**config.mk**
```make
export PLATFORM = sky130hd
export DESIGN_NAME = pad_scan_top
export DESIGN_NICKNAME = d
export VERILOG_FILES = /design/src/rtl/joy_pkg.sv /design/src/rtl/report_pkg.sv /design/src/rtl/snes_pad_reader.sv /design/src/rtl/sega_pad_reader.sv /design/src/rtl/pad_report_tx.sv /design/src/rtl/pad_scan_top.sv
export VERILOG_INCLUDE_DIRS = /design/src /design/src/rtl
export SDC_FILE = /design/constraint.sdc
export NUM_CORES = 1
export LEC_CHECK = 0
export BUFFER_PORTS_ARGS = -buffer_cell sky130_fd_sc_hd__buf_2
export CAP_MARGIN = 30
export CORE_ASPECT_RATIO = 0.7
export CORE_UTILIZATION = 35
export CTS_CLUSTER_DIAMETER = 150
export DETAILED_ROUTE_END_ITERATION = 12
export HOLD_SLACK_MARGIN = 0.02
export MAX_ROUTING_LAYER = met4
export SLEW_MARGIN = 20
export SYNTH_ARGS = -nofsm -noshare
export SYNTH_HDL_FRONTEND = slang
export SYNTH_SLANG_ARGS = --single-unit
```
**constraint.sdc**
```tcl
create_clock -name clk25 -period 2.8 [get_ports clk25]
set_input_delay 0.42 -clock clk25 [delete_from_list [all_inputs] [get_ports clk25]]
set_output_delay 0.42 -clock clk25 [all_outputs]
set_load 0.1 [all_outputs]
```
**src/rtl/joy_config.svh**
```systemverilog
`ifndef JOY_CONFIG_SVH
`define JOY_CONFIG_SVH

////////////////////
// pad timing

// clk25 cycles per snes clock half period, also per sega select step
`define JOY_PACE_CYCLES 8

// frame start to frame start
// idle gap is longer than four sega steps, so a six-button pad resets its step count
`define JOY_FRAME_CYCLES 600

// bits clocked out of the snes pad per frame, only 12 of them are buttons
`define JOY_SNES_BITS 16

////////////////////
// report link

`define JOY_REPORT_CREDITS 4 // consumer queue depth

`endif

```
**src/rtl/joy_pkg.sv**
```systemverilog
package joy_pkg;

	// one bit per button, 1 = pressed
	typedef logic [11:0] buttons_t;

	////////////////////
	// snes order, bit 0 is shifted out first
	localparam int SNES_B      = 0;
	localparam int SNES_Y      = 1;
	localparam int SNES_SELECT = 2;
	localparam int SNES_START  = 3;
	localparam int SNES_UP     = 4;
	localparam int SNES_DOWN   = 5;
	localparam int SNES_LEFT   = 6;
	localparam int SNES_RIGHT  = 7;
	localparam int SNES_A      = 8;
	localparam int SNES_X      = 9;
	localparam int SNES_L      = 10;
	localparam int SNES_R      = 11;

	////////////////////
	// mega drive order
	localparam int SEGA_UP    = 0;
	localparam int SEGA_DOWN  = 1;
	localparam int SEGA_LEFT  = 2;
	localparam int SEGA_RIGHT = 3;
	localparam int SEGA_B     = 4;
	localparam int SEGA_C     = 5;
	localparam int SEGA_A     = 6;
	localparam int SEGA_START = 7;
	localparam int SEGA_Z     = 8; // upper four only on six-button pads
	localparam int SEGA_Y     = 9;
	localparam int SEGA_X     = 10;
	localparam int SEGA_MODE  = 11;

endpackage

```
**src/rtl/report_pkg.sv**
```systemverilog
package report_pkg;

	// which pad a report came from
	typedef enum logic
	{
		SRC_SNES = 1'b0,
		SRC_SEGA = 1'b1
	} src_t;

	// sender credit count, 0 up to JOY_REPORT_CREDITS
	typedef logic [2:0] credit_t;

endpackage

```
**src/rtl/snes_pad_reader.sv**
```systemverilog
`timescale 1ns/1ps
`include "joy_config.svh"

module snes_pad_reader
(
	input  logic              clk25,
	input  logic              rst_n_i,
	input  logic              scan_en_i,
	input  logic              snes_data_i,
	output logic              snes_latch_o,
	output logic              snes_clk_o,
	output joy_pkg::buttons_t buttons_o,
	output logic              done_o
);

	localparam int FRAME_W = $clog2(`JOY_FRAME_CYCLES);
	localparam int PACE_W  = $clog2(2 * `JOY_PACE_CYCLES);
	localparam int BIT_W   = $clog2(`JOY_SNES_BITS);

	localparam logic [FRAME_W-1:0] FRAME_LAST = FRAME_W'(`JOY_FRAME_CYCLES - 1);
	localparam logic [PACE_W-1:0]  PACE_LAST  = PACE_W'(`JOY_PACE_CYCLES - 1);
	localparam logic [PACE_W-1:0]  LATCH_LAST = PACE_W'(2 * `JOY_PACE_CYCLES - 1);
	localparam logic [BIT_W-1:0]   BIT_LAST   = BIT_W'(`JOY_SNES_BITS - 1);

	typedef enum logic [1:0] {PH_IDLE, PH_LATCH, PH_LOW, PH_HIGH} phase_t;

	logic [FRAME_W-1:0]        frame_cnt_q;
	logic [PACE_W-1:0]         pace_q;
	logic [BIT_W-1:0]          bit_q;
	phase_t                    phase_q;
	logic [`JOY_SNES_BITS-1:0] shift_q;
	logic                      frame_start;
	logic                      sample_en;
	logic                      frame_end;

	assign frame_start = (frame_cnt_q == '0) && scan_en_i;
	assign sample_en   = (phase_q == PH_LOW) && (pace_q == '0); // last cycle of low phase
	assign frame_end   = (phase_q == PH_HIGH) && (pace_q == '0) && (bit_q == BIT_LAST);

	////////////////////
	// frame timer

	always_ff @(posedge clk25)
	begin
		if (!rst_n_i)
			frame_cnt_q <= '0;
		else if (frame_start)
			frame_cnt_q <= FRAME_LAST;
		else if (frame_cnt_q != '0)
			frame_cnt_q <= frame_cnt_q - 1'b1;
	end

	////////////////////
	// latch and clock phases

	always_ff @(posedge clk25)
	begin
		if (!rst_n_i)
		begin
			phase_q      <= PH_IDLE;
			pace_q       <= '0;
			bit_q        <= '0;
			snes_latch_o <= 1'b0;
			snes_clk_o   <= 1'b0;
			done_o       <= 1'b0;
		end
		else
		begin
			done_o <= 1'b0;
			if (pace_q != '0)
				pace_q <= pace_q - 1'b1;
			case (phase_q)
			PH_IDLE:
				if (frame_start)
				begin
					phase_q      <= PH_LATCH;
					pace_q       <= LATCH_LAST;
					snes_latch_o <= 1'b1;
				end
			PH_LATCH:
				if (pace_q == '0)
				begin
					phase_q      <= PH_LOW;
					pace_q       <= PACE_LAST;
					bit_q        <= '0;
					snes_latch_o <= 1'b0; // bit 0 now on the data pin
				end
			PH_LOW:
				if (pace_q == '0)
				begin
					phase_q    <= PH_HIGH;
					pace_q     <= PACE_LAST;
					snes_clk_o <= 1'b1;
				end
			PH_HIGH:
				if (pace_q == '0)
				begin
					pace_q     <= PACE_LAST;
					snes_clk_o <= 1'b0;
					if (bit_q == BIT_LAST)
					begin
						phase_q <= PH_IDLE;
						done_o  <= 1'b1;
					end
					else
					begin
						phase_q <= PH_LOW;
						bit_q   <= bit_q + 1'b1;
					end
				end
			default: phase_q <= PH_IDLE;
			endcase
		end
	end

	// data pin is active low, first bit ends up at bit 0
	always_ff @(posedge clk25)
	begin
		if (sample_en)
			shift_q <= {~snes_data_i, shift_q[`JOY_SNES_BITS-1:1]};
		if (frame_end)
			buttons_o <= shift_q[joy_pkg::SNES_R:joy_pkg::SNES_B];
	end

	a_latch_clk_excl: assert property (@(posedge clk25) disable iff (!rst_n_i)
		!(snes_latch_o && snes_clk_o));

endmodule

```
**src/rtl/sega_pad_reader.sv**
```systemverilog
`timescale 1ns/1ps
`include "joy_config.svh"

module sega_pad_reader
(
	input  logic              clk25,
	input  logic              rst_n_i,
	input  logic              scan_en_i,
	input  logic              sega_up_i,
	input  logic              sega_down_i,
	input  logic              sega_left_i,
	input  logic              sega_right_i,
	input  logic              sega_p6_i,
	input  logic              sega_p9_i,
	output logic              sega_select_o,
	output joy_pkg::buttons_t buttons_o,
	output logic              done_o
);

	localparam int FRAME_W = $clog2(`JOY_FRAME_CYCLES);
	localparam int PACE_W  = $clog2(`JOY_PACE_CYCLES);

	localparam logic [FRAME_W-1:0] FRAME_LAST = FRAME_W'(`JOY_FRAME_CYCLES - 1);
	localparam logic [PACE_W-1:0]  PACE_LAST  = PACE_W'(`JOY_PACE_CYCLES - 1);
	localparam logic [3:0]         STEP_LAST  = 4'd8;

	logic [FRAME_W-1:0] frame_cnt_q;
	logic [PACE_W-1:0]  pace_q;
	logic [3:0]         step_q; // 0 between frames, 1..8 in a frame
	logic               six_q;
	joy_pkg::buttons_t  work_q;
	logic               frame_start;
	logic               step_end;

	assign frame_start = (frame_cnt_q == '0) && scan_en_i;
	assign step_end    = (step_q != '0) && (pace_q == '0);

	////////////////////
	// frame timer

	always_ff @(posedge clk25)
	begin
		if (!rst_n_i)
			frame_cnt_q <= '0;
		else if (frame_start)
			frame_cnt_q <= FRAME_LAST;
		else if (frame_cnt_q != '0)
			frame_cnt_q <= frame_cnt_q - 1'b1;
	end

	////////////////////
	// select sequencer

	always_ff @(posedge clk25)
	begin
		if (!rst_n_i)
		begin
			step_q        <= '0;
			pace_q        <= '0;
			sega_select_o <= 1'b1;
			done_o        <= 1'b0;
		end
		else
		begin
			done_o <= 1'b0;
			if (pace_q != '0)
				pace_q <= pace_q - 1'b1;
			if (step_q == '0)
			begin
				if (frame_start)
				begin
					step_q <= 4'd1; // step 1 keeps select high
					pace_q <= PACE_LAST;
				end
			end
			else if (pace_q == '0)
			begin
				pace_q <= PACE_LAST;
				if (step_q == STEP_LAST)
				begin
					step_q        <= '0;
					sega_select_o <= 1'b1;
					done_o        <= 1'b1;
				end
				else
				begin
					step_q        <= step_q + 1'b1;
					sega_select_o <= ~step_q[0]; // odd steps high, even steps low
				end
			end
		end
	end

	// pins are active low
	always_ff @(posedge clk25)
	begin
		if (step_end)
		begin
			case (step_q)
			4'd1:
			begin
				work_q[joy_pkg::SEGA_UP]    <= ~sega_up_i;
				work_q[joy_pkg::SEGA_DOWN]  <= ~sega_down_i;
				work_q[joy_pkg::SEGA_LEFT]  <= ~sega_left_i;
				work_q[joy_pkg::SEGA_RIGHT] <= ~sega_right_i;
				work_q[joy_pkg::SEGA_B]     <= ~sega_p6_i;
				work_q[joy_pkg::SEGA_C]     <= ~sega_p9_i;
			end
			4'd2:
			begin
				work_q[joy_pkg::SEGA_A]     <= ~sega_p6_i;
				work_q[joy_pkg::SEGA_START] <= ~sega_p9_i;
			end
			// all directions low here only on a six-button pad
			4'd6: six_q <= ~(sega_up_i | sega_down_i | sega_left_i | sega_right_i);
			4'd7:
			begin
				work_q[joy_pkg::SEGA_Z]    <= six_q & ~sega_up_i;
				work_q[joy_pkg::SEGA_Y]    <= six_q & ~sega_down_i;
				work_q[joy_pkg::SEGA_X]    <= six_q & ~sega_left_i;
				work_q[joy_pkg::SEGA_MODE] <= six_q & ~sega_right_i;
			end
			default: ;
			endcase
		end
		if (step_end && step_q == STEP_LAST)
			buttons_o <= work_q;
	end

	a_select_idle_high: assert property (@(posedge clk25) disable iff (!rst_n_i)
		(step_q == '0) |-> sega_select_o);

endmodule

```
**src/rtl/pad_report_tx.sv**
```systemverilog
`timescale 1ns/1ps
`include "joy_config.svh"

module pad_report_tx
(
	input  logic              clk25,
	input  logic              rst_n_i,
	input  joy_pkg::buttons_t snes_buttons_i,
	input  logic              snes_done_i,
	input  joy_pkg::buttons_t sega_buttons_i,
	input  logic              sega_done_i,
	input  logic              credit_i,
	output logic              report_valid_o,
	output report_pkg::src_t  report_src_o,
	output joy_pkg::buttons_t report_buttons_o
);

	localparam report_pkg::credit_t CREDITS_INIT = report_pkg::credit_t'(`JOY_REPORT_CREDITS);

	joy_pkg::buttons_t   last_snes_q;
	joy_pkg::buttons_t   last_sega_q;
	joy_pkg::buttons_t   slot_snes_q;
	joy_pkg::buttons_t   slot_sega_q;
	joy_pkg::buttons_t   ref_snes;
	joy_pkg::buttons_t   ref_sega;
	logic                pend_snes_q;
	logic                pend_sega_q;
	logic                have_credit;
	logic                issue_snes;
	logic                issue_sega;
	report_pkg::credit_t credit_q;

	assign have_credit = (credit_q != '0);
	assign issue_snes  = pend_snes_q && have_credit;
	assign issue_sega  = pend_sega_q && !pend_snes_q && have_credit; // snes first

	// last-sent value as it stands after this cycle
	assign ref_snes = issue_snes ? slot_snes_q : last_snes_q;
	assign ref_sega = issue_sega ? slot_sega_q : last_sega_q;

	////////////////////
	// pending slots

	always_ff @(posedge clk25)
	begin
		if (!rst_n_i)
		begin
			pend_snes_q <= 1'b0;
			pend_sega_q <= 1'b0;
			last_snes_q <= '0;
			last_sega_q <= '0;
		end
		else
		begin
			if (issue_snes)
			begin
				pend_snes_q <= 1'b0;
				last_snes_q <= slot_snes_q;
			end
			if (issue_sega)
			begin
				pend_sega_q <= 1'b0;
				last_sega_q <= slot_sega_q;
			end
			// a frame back at the sent value cancels a stale slot
			if (snes_done_i)
				pend_snes_q <= (snes_buttons_i != ref_snes);
			if (sega_done_i)
				pend_sega_q <= (sega_buttons_i != ref_sega);
		end
	end

	always_ff @(posedge clk25)
	begin
		if (snes_done_i)
			slot_snes_q <= snes_buttons_i; // newest wins
		if (sega_done_i)
			slot_sega_q <= sega_buttons_i;
	end

	////////////////////
	// credits

	always_ff @(posedge clk25)
	begin
		if (!rst_n_i)
			credit_q <= CREDITS_INIT;
		else
		begin
			case ({report_valid_o, credit_i})
			2'b10:   credit_q <= credit_q - 1'b1;
			2'b01:   credit_q <= credit_q + 1'b1;
			default: ;
			endcase
		end
	end

	assign report_valid_o   = issue_snes || issue_sega;
	assign report_src_o     = issue_snes ? report_pkg::SRC_SNES : report_pkg::SRC_SEGA;
	assign report_buttons_o = issue_snes ? slot_snes_q : slot_sega_q;

	// consumer must not hand back more than it got
	a_credit_bound: assert property (@(posedge clk25) disable iff (!rst_n_i)
		credit_q <= CREDITS_INIT);

endmodule

```
**src/rtl/pad_scan_top.sv**
```systemverilog
`timescale 1ns/1ps

module pad_scan_top
(
	input  logic              clk25,
	input  logic              rst_n_i,
	input  logic              scan_en_i,
	// snes connector
	input  logic              snes_data_i,
	output logic              snes_latch_o,
	output logic              snes_clk_o,
	// mega drive connector
	input  logic              sega_up_i,
	input  logic              sega_down_i,
	input  logic              sega_left_i,
	input  logic              sega_right_i,
	input  logic              sega_p6_i,
	input  logic              sega_p9_i,
	output logic              sega_select_o,
	// report link
	input  logic              credit_i,
	output logic              report_valid_o,
	output report_pkg::src_t  report_src_o,
	output joy_pkg::buttons_t report_buttons_o
);

	joy_pkg::buttons_t snes_buttons;
	joy_pkg::buttons_t sega_buttons;
	logic              snes_done;
	logic              sega_done;

	snes_pad_reader snes_pad_reader_i
	(
		.clk25        (clk25),
		.rst_n_i      (rst_n_i),
		.scan_en_i    (scan_en_i),
		.snes_data_i  (snes_data_i),
		.snes_latch_o (snes_latch_o),
		.snes_clk_o   (snes_clk_o),
		.buttons_o    (snes_buttons),
		.done_o       (snes_done)
	);

	sega_pad_reader sega_pad_reader_i
	(
		.clk25         (clk25),
		.rst_n_i       (rst_n_i),
		.scan_en_i     (scan_en_i),
		.sega_up_i     (sega_up_i),
		.sega_down_i   (sega_down_i),
		.sega_left_i   (sega_left_i),
		.sega_right_i  (sega_right_i),
		.sega_p6_i     (sega_p6_i),
		.sega_p9_i     (sega_p9_i),
		.sega_select_o (sega_select_o),
		.buttons_o     (sega_buttons),
		.done_o        (sega_done)
	);

	pad_report_tx pad_report_tx_i
	(
		.clk25            (clk25),
		.rst_n_i          (rst_n_i),
		.snes_buttons_i   (snes_buttons),
		.snes_done_i      (snes_done),
		.sega_buttons_i   (sega_buttons),
		.sega_done_i      (sega_done),
		.credit_i         (credit_i),
		.report_valid_o   (report_valid_o),
		.report_src_o     (report_src_o),
		.report_buttons_o (report_buttons_o)
	);

endmodule

```
---- Yosys cells after proc, flatten, opt, wreduce, memory -nomap -nowiden ----
Index checks and enable logic that the tools add are counted.
word-level totals
  register bits ........................... 148
  bits of input ports ..................... 11
  word-level logic and storage cells ...... 165
  output and inout bits ................... 17
operators by class
  bitwise gates (word level) .............. 19
  reductions and logical operators ........ 48
  equality and inequality tests ........... 19
  add/subtract/negate cells ............... 8
  multiplexer cells ....................... 43
operators with widths
  kind                                                                  number
  10-bit 2-to-1 mux                                                     4
  4-bit 2-to-1 mux                                                      10
  12-bit 2-to-1 mux                                                     3
  12-bit != test                                                        2
  10-bit zero test                                                      2
  10-bit nonzero test                                                   2
  10-bit by 1-bit subtractor with 10-bit output, second input constant  2
  2-bit nonzero test                                                    9
  4-bit one-hot mux with 2 select lines                                 2
  3-bit 2-to-1 mux                                                      4
  1-bit inverter                                                        12
  2-bit AND reduction                                                   6
  1-bit 2-to-1 mux                                                      11
  1-bit logical AND                                                     10
  2-bit 2-to-1 mux                                                      5
  3-bit AND reduction                                                   3
  4-bit by 1-bit adder with 4-bit output, second input constant         2
  4-bit by 3-bit == test with 1-bit output, second input constant       2
  4-bit == test, second input constant                                  2
  4-bit zero test                                                       2
  2-bit one-hot mux with 4 select lines                                 1
  4-bit AND reduction                                                   2
  4-bit nonzero test                                                    2
  2-bit == test, second input constant                                  3
  other kinds (19)                                                      34

---- Longest topological paths before layout ----
  depth after elaboration ................. 6
  depth in mapped cells ................... 9
  gate-level depth less buffers ........... 8

---- By module ----
From an unflattened synthesis, not the netlist that was laid out.
second synthesis, totals
  cells, all modules ...................... 513
  area total of the unflattened synthesis .. 6203.4 µm²
by module, submodules not included
  module           sequential area each (µm²)  cells an instance  instances  area each (µm²)
  pad_report_tx    1301.2                      191                1          2357.3
  snes_pad_reader  1301.2                      162                1          1999.4
  sega_pad_reader  1131.1                      160                1          1846.8

---- Least setup slack after synthesis ----
No wires, ideal clock.
  kind .................................... register to output
  start ................................... register pad_report_tx_i.credit_q[0]
  end ..................................... output report_buttons_o[10]
  path slack .............................. 0.181 ns
  arrival time ............................ 2.199 ns
  required time ........................... 2.380 ns
  cell stages (with the launch flop) ...... 5
  path through ............................ dfxtp_1 -> o31ai_4 -> buf_4 -> buf_2 -> mux2_2
on the way
  word-level cells in the longest chain between the ends .. 3
RTL lines
  item                      RTL line              text
  start: declaration        pad_report_tx.sv:31   report_pkg::credit_t credit_q;
  start signal: assignment  pad_report_tx.sv:91   2'b10: credit_q <= credit_q - 1'b1;
  start signal: assignment  pad_report_tx.sv:92   2'b01: credit_q <= credit_q + 1'b1;
  3-bit nonzero test        pad_report_tx.sv:33   assign have_credit = (credit_q != '0);
  1-bit logical AND         pad_report_tx.sv:34   assign issue_snes = pend_snes_q && have_credit;
  12-bit 2-to-1 mux         pad_report_tx.sv:100  assign report_buttons_o = issue_snes ? slot_snes_q : slot_sega_q;
  end: declaration          pad_scan_top.sv:24    output joy_pkg::buttons_t report_buttons_o
No other way between the ends.

---- Final worst setup path ----
  start ................................... register pad_report_tx_i.credit_q[2]
  end ..................................... register pad_report_tx_i.credit_q[2]
on the way
  word-level cells in the longest chain between the ends .. 5
  elaborated cells between the ends (all ways) .. 10
  classes of those cells .................. 2 x add/sub; 2 x eq/ne; 1 x mux; 5 x reduce/logical
RTL lines
  item                                                                         RTL line                                  text
  3-bit nonzero test                                                           pad_report_tx.sv:33
  1-bit logical AND (on tied branches)                                         pad_report_tx.sv:34, pad_report_tx.sv:35
  1-bit logical OR                                                             pad_report_tx.sv:98                       assign report_valid_o = issue_snes || issue_sega;
  2-bit by 1-bit == test with 1-bit output or 2-bit == test (tied branches)    pad_report_tx.sv:90                       case ({report_valid_o, credit_i})
  3-bit one-hot mux with 2 select lines or 2-bit nonzero test (tied branches)  -
Several ways; a longest one is shown, not always the timed one.
A chain may end at the register's enable or synchronous reset.

==> impl_metrics.csv <==
group,metric,value,unit
floorplan,die-height,113,um
layout,post_route_cells_drive_above_1_share,15.0,%
placed_design,detailedPlace.worstSlack,0.367,ns
global_routing,grt_pass1_wl,18800,um
timing,clock_skew,0.0117,ns
setup_path,worst_ep_required_time,3.15,ns
timing,postLayoutSetupSlackWorst,0.346,ns
cts,cts-root-to-sink-buffers,2,
setup_path,timing.critical_path.to_type,"flip-flop",
logic_synthesis,synth_enable_flop_cells,77,
layout,num-nets-final,593,
layout,synthToLayoutAreaGrowth,19.1,%
logic_synthesis,seq_area_frac_synth,60.4,%
global_routing,grt_use_total,13.7,%
floorplan,io_pins,28,
drt,detailroute.via_count,3901,
drt,via_per_inst,4.82,
setup_path,worst_ep_arrival_time,2.81,ns
timing,setup_repair_after_global_routing_missed_its_margin,"false",
placed_design,globalplace.congestion,0.797,
floorplan,floorplan.initialDensity,35.9,%
logic_synthesis,asyncSetResetFlopFracSynth,0,%
placed_design,numPortBuffers,27,
floorplan,fp.dieW,161,um
setup_path,critical_path.startpoint_type,"flip-flop",
layout,post-route-util,42.8,%
timing,setup_failing_eps_final,0,
cts,cts_hold_repair.buffers,0,
setup_path,crit_top_cell,"sky130_fd_sc_hd__or3_1",
floorplan,overall_die_area,0.0182,sq mm
cts,ctsResizeCount,0,
setup_path,critical_path_peak_fanout,8,
drt,number_of_search_and_repair_iterations_in_the_first_detailed_routing_pass,4,
logic_synthesis,synth_xor_xnor_area_share,3.54,%
cts,cts.repair_timing.setup_buffer_count,0,
setup_path,critPathKind,"flip-flop to flip-flop",
floorplan,row_count,40,
pwr,cellPowerDensity,845,mW/mm^2
logic_synthesis,yosysWarnings,0,
setup_path,buffer_and_inverter_count_on_the_worst_path,1,
placed_design,hpwl,7790,um
setup_path,slowest_stage,"sky130_fd_sc_hd__or3_1",
logic_synthesis,synthSimpleGateAreaFrac,15.6,%
flow_run,timing.max_cap.violations,0,
setup_path,cp_top_family,"simple AND/OR/NAND/NOR gates",
setup_path,crit_chain,"or3_1, o21ai_0, ha_1, inv_1, fa_1, xor2_1, or3_1, nand3_1",
logic_synthesis,synth_top_family_by_area,"simple AND/OR/NAND/NOR gates",
cts,clkTransAtPathRegs,0.06,ns
global_routing,first_global_vias,3735,
timing,clock.fmax,408,MHz
drt,totalWireLength,11400,um
logic_synthesis,syn-mean-instance-area,11.7,sq um
global_routing,grt-ovfl-total,0,
logic_synthesis,mux_cell_area_share_after_synthesis,5.79,%
logic_synthesis,yosys.cell_types.count,52,
pwr,cellLeakagePower,2.77,nW
drt,wl_per_cell,14.1,um
cts,total_clock_buffers_created_by_cts,17,
logic_synthesis,ys.flop_type,"sky130_fd_sc_hd__edfxtp_1",
timing,period_needed,2.45,ns
setup_path,timing.critical_path.slowest_cell_delay,0.51,ns
logic_synthesis,yosys.area.top_type,"sky130_fd_sc_hd__edfxtp_1",
layout,final-instance-count-excl-fill,810,
cts,clock-root-buffer,"sky130_fd_sc_hd__clkbuf_16",
global_routing,largest_net_degree_at_the_start_of_global_routing,37,
global_routing,antenna_found_initial,0,
placed_design,post_dp_cell_area,0.00680,sq mm
cts,h-tree-depth,4,
logic_synthesis,fraction_of_the_mapped_netlist_area_in_compound_gates,8.86,%
drt,post-route-drc-count,0,
worst_hold_path,hold_crit_path_type,"primary input to flip-flop",
logic_synthesis,syn_nets,554,
layout,postLayoutCellArea,0.00736,sq mm
timing,setup_total_negative_slack,0,ns
layout,n_antenna_cell,0,
timing,timing.slew.headroom,53.5,%
drt,dr.first_iter.drc_count,255,
pwr,power,6.23,mW
timing,drv_slew,0,
logic_synthesis,synth.top_cells.by_area,"sky130_fd_sc_hd__edfxtp_1 (37%), sky130_fd_sc_hd__dfxtp_1 (23%), sky130_fd_sc_hd__mux2i_1 (3.2%)",
timing,finalHoldViolCount,0,
floorplan,coreArea,0.0172,sq mm
logic_synthesis,synth_seq_cells,148,
timing,worst-slew-pin-transition,0.697,ns
logic_synthesis,combined_area_of_all_synthesized_cells,0.00618,sq mm
drt,antenna_violation_net_count_after_detailed_routing,0,
timing,whs,0.262,ns
cts,worstSkewPairLatency,0.42,ns
cts,cts_tree,"built",
cts,tritoncts_sink_count,148,
placed_design,dpl.cell_count,778,
timing,finalCritPeriodShare,87.6,%
pwr,power.ir.vdd_worst,0.472,mV
logic_synthesis,postSynthCellCount,527,
run_status,outcome,"finished clean",
logic_synthesis,yosys.area.top_type_share,37.4,%
logic_synthesis,synth_area_in_adders,3.36,%
placed cells by master, fill, tap and decap left out, types with 13 or more instances in the layout:
cell type	synthesis	final
sky130_fd_sc_hd__xor2_1	18	18
sky130_fd_sc_hd__nand2_1	40	40
sky130_fd_sc_hd__mux2i_1	20	20
sky130_fd_sc_hd__dfxtp_1	71	71
sky130_fd_sc_hd__edfxtp_1	77	77
sky130_fd_sc_hd__inv_1	25	25
sky130_fd_sc_hd__clkbuf_16	0	17
sky130_fd_sc_hd__nand3_1	20	20
sky130_fd_sc_hd__a21oi_1	16	16
sky130_fd_sc_hd__nor2_1	31	31
sky130_fd_sc_hd__nor2b_1	32	32
sky130_fd_sc_hd__ha_1	15	15
sky130_fd_sc_hd__buf_2	1	15
sky130_fd_sc_hd__o21ai_0	29	29
sky130_fd_sc_hd__mux2_2	14	14
sky130_fd_sc_hd__buf_12	0	13
layout make-up:
class                   count  area (sq um)
clock buffers              18           429
clock inverters            14           138
fillers                  1592          9850
inverters                  26          97.6
multi-input cells         340          2300
flip-flops and latches    148          3730
well taps                 231           289
repair buffers             33           373
per-layer routing:
metal	GRT usage, %	routed length (um)	vias to the layer above	part of all wire, %
met5	-	0	-	0
met4	6.42	168	0	1.5
met3	3.81	375	15	3.3
met2	19.9	5000	57	44
met1	17.7	5900	1873	52
li1	-	-	1956	-
kinds of logic (layout without fill, tap and decap cells):
logic type | Yosys count | count (layout)
fa+ha+maj | 16 | 16
flops | 148 | 148
compound gates | 83 | 83
buf+inv | 39 | 91
xor+xnor | 25 | 25
mux | 34 | 34
simple gates | 182 | 182
synth_stat cells, types with 2 or more instances:
cell type / instances
sky130_fd_sc_hd__a21oi_1: 16
sky130_fd_sc_hd__nor2_1: 31
sky130_fd_sc_hd__nand2_1: 40
sky130_fd_sc_hd__a211oi_1: 2
sky130_fd_sc_hd__o41ai_1: 2
sky130_fd_sc_hd__nor3_1: 8
sky130_fd_sc_hd__edfxtp_1: 77
sky130_fd_sc_hd__clkbuf_1: 11
sky130_fd_sc_hd__a21o_1: 3
sky130_fd_sc_hd__a41oi_1: 2
sky130_fd_sc_hd__o21ai_0: 29
sky130_fd_sc_hd__dfxtp_1: 71
sky130_fd_sc_hd__inv_1: 25
sky130_fd_sc_hd__mux2i_1: 20
sky130_fd_sc_hd__o311a_1: 5
sky130_fd_sc_hd__ha_1: 15
sky130_fd_sc_hd__or3_1: 4
sky130_fd_sc_hd__a31oi_1: 2
sky130_fd_sc_hd__and3_1: 8
sky130_fd_sc_hd__or2_2: 2
sky130_fd_sc_hd__a21boi_1: 3
sky130_fd_sc_hd__xnor2_1: 7
sky130_fd_sc_hd__xor2_1: 18
sky130_fd_sc_hd__a21boi_0: 11
sky130_fd_sc_hd__and2_1: 11
sky130_fd_sc_hd__nand3_1: 20
sky130_fd_sc_hd__nor2b_1: 32
sky130_fd_sc_hd__nand2b_1: 3
sky130_fd_sc_hd__nand4_1: 4
sky130_fd_sc_hd__nand4b_1: 3
sky130_fd_sc_hd__nor4_1: 6
sky130_fd_sc_hd__mux2_2: 14
sky130_fd_sc_hd__nor3b_1: 2
sky130_fd_sc_hd__o211a_1: 2
report_power, final:
group	switching (mW)	internal (mW)	leakage, nW
registers	0.220	2.49	1.27
clock network	0.875	1.30	0.265
logic	0.789	0.552	1.23
total	1.88	4.34	2.77
worst reg2reg max path: stages (launching register included):
cell	delay, ns
sky130_fd_sc_hd__dfxtp_1	0.37
sky130_fd_sc_hd__or3_1	0.52
sky130_fd_sc_hd__o21ai_0	0.17
sky130_fd_sc_hd__ha_1	0.24
sky130_fd_sc_hd__inv_1	0.07
sky130_fd_sc_hd__fa_1	0.44
sky130_fd_sc_hd__xor2_1	0.18
sky130_fd_sc_hd__or3_1	0.31
sky130_fd_sc_hd__nand3_1	0.09
registers in the layout (all words and copies together), names as in the netlist, 4 cells and up:
name                           cells
pad_report_tx_i.last_sega_q       12
pad_report_tx_i.last_snes_q       12
pad_report_tx_i.slot_sega_q       12
pad_report_tx_i.slot_snes_q       12
sega_pad_reader_i.buttons_o       12
sega_pad_reader_i.frame_cnt_q     10
sega_pad_reader_i.step_q           4
sega_pad_reader_i.work_q          12
snes_pad_reader_i.bit_q            4
snes_pad_reader_i.buttons_o       12
snes_pad_reader_i.frame_cnt_q     10
snes_pad_reader_i.pace_q           4
snes_pad_reader_i.shift_q         16
path summary, 6_finish.rpt:
| path | start | endpoint | slack, ns | cells after the start |
|---|---|---|---|---|
| hold reg to reg | snes_pad_reader_i.shift_q[13] | snes_pad_reader_i.shift_q[12] | 0.41 | 0 |
| setup reg to reg | pad_report_tx_i.credit_q[2] | pad_report_tx_i.credit_q[2] | 0.35 | 8 |
| setup / recovery | pad_report_tx_i.credit_q[2] | pad_report_tx_i.credit_q[2] | 0.35 | 8 |
| hold / removal | snes_data_i | snes_pad_reader_i.shift_q[15] | 0.26 | 2 |
(Power assumes the default switching activity.)
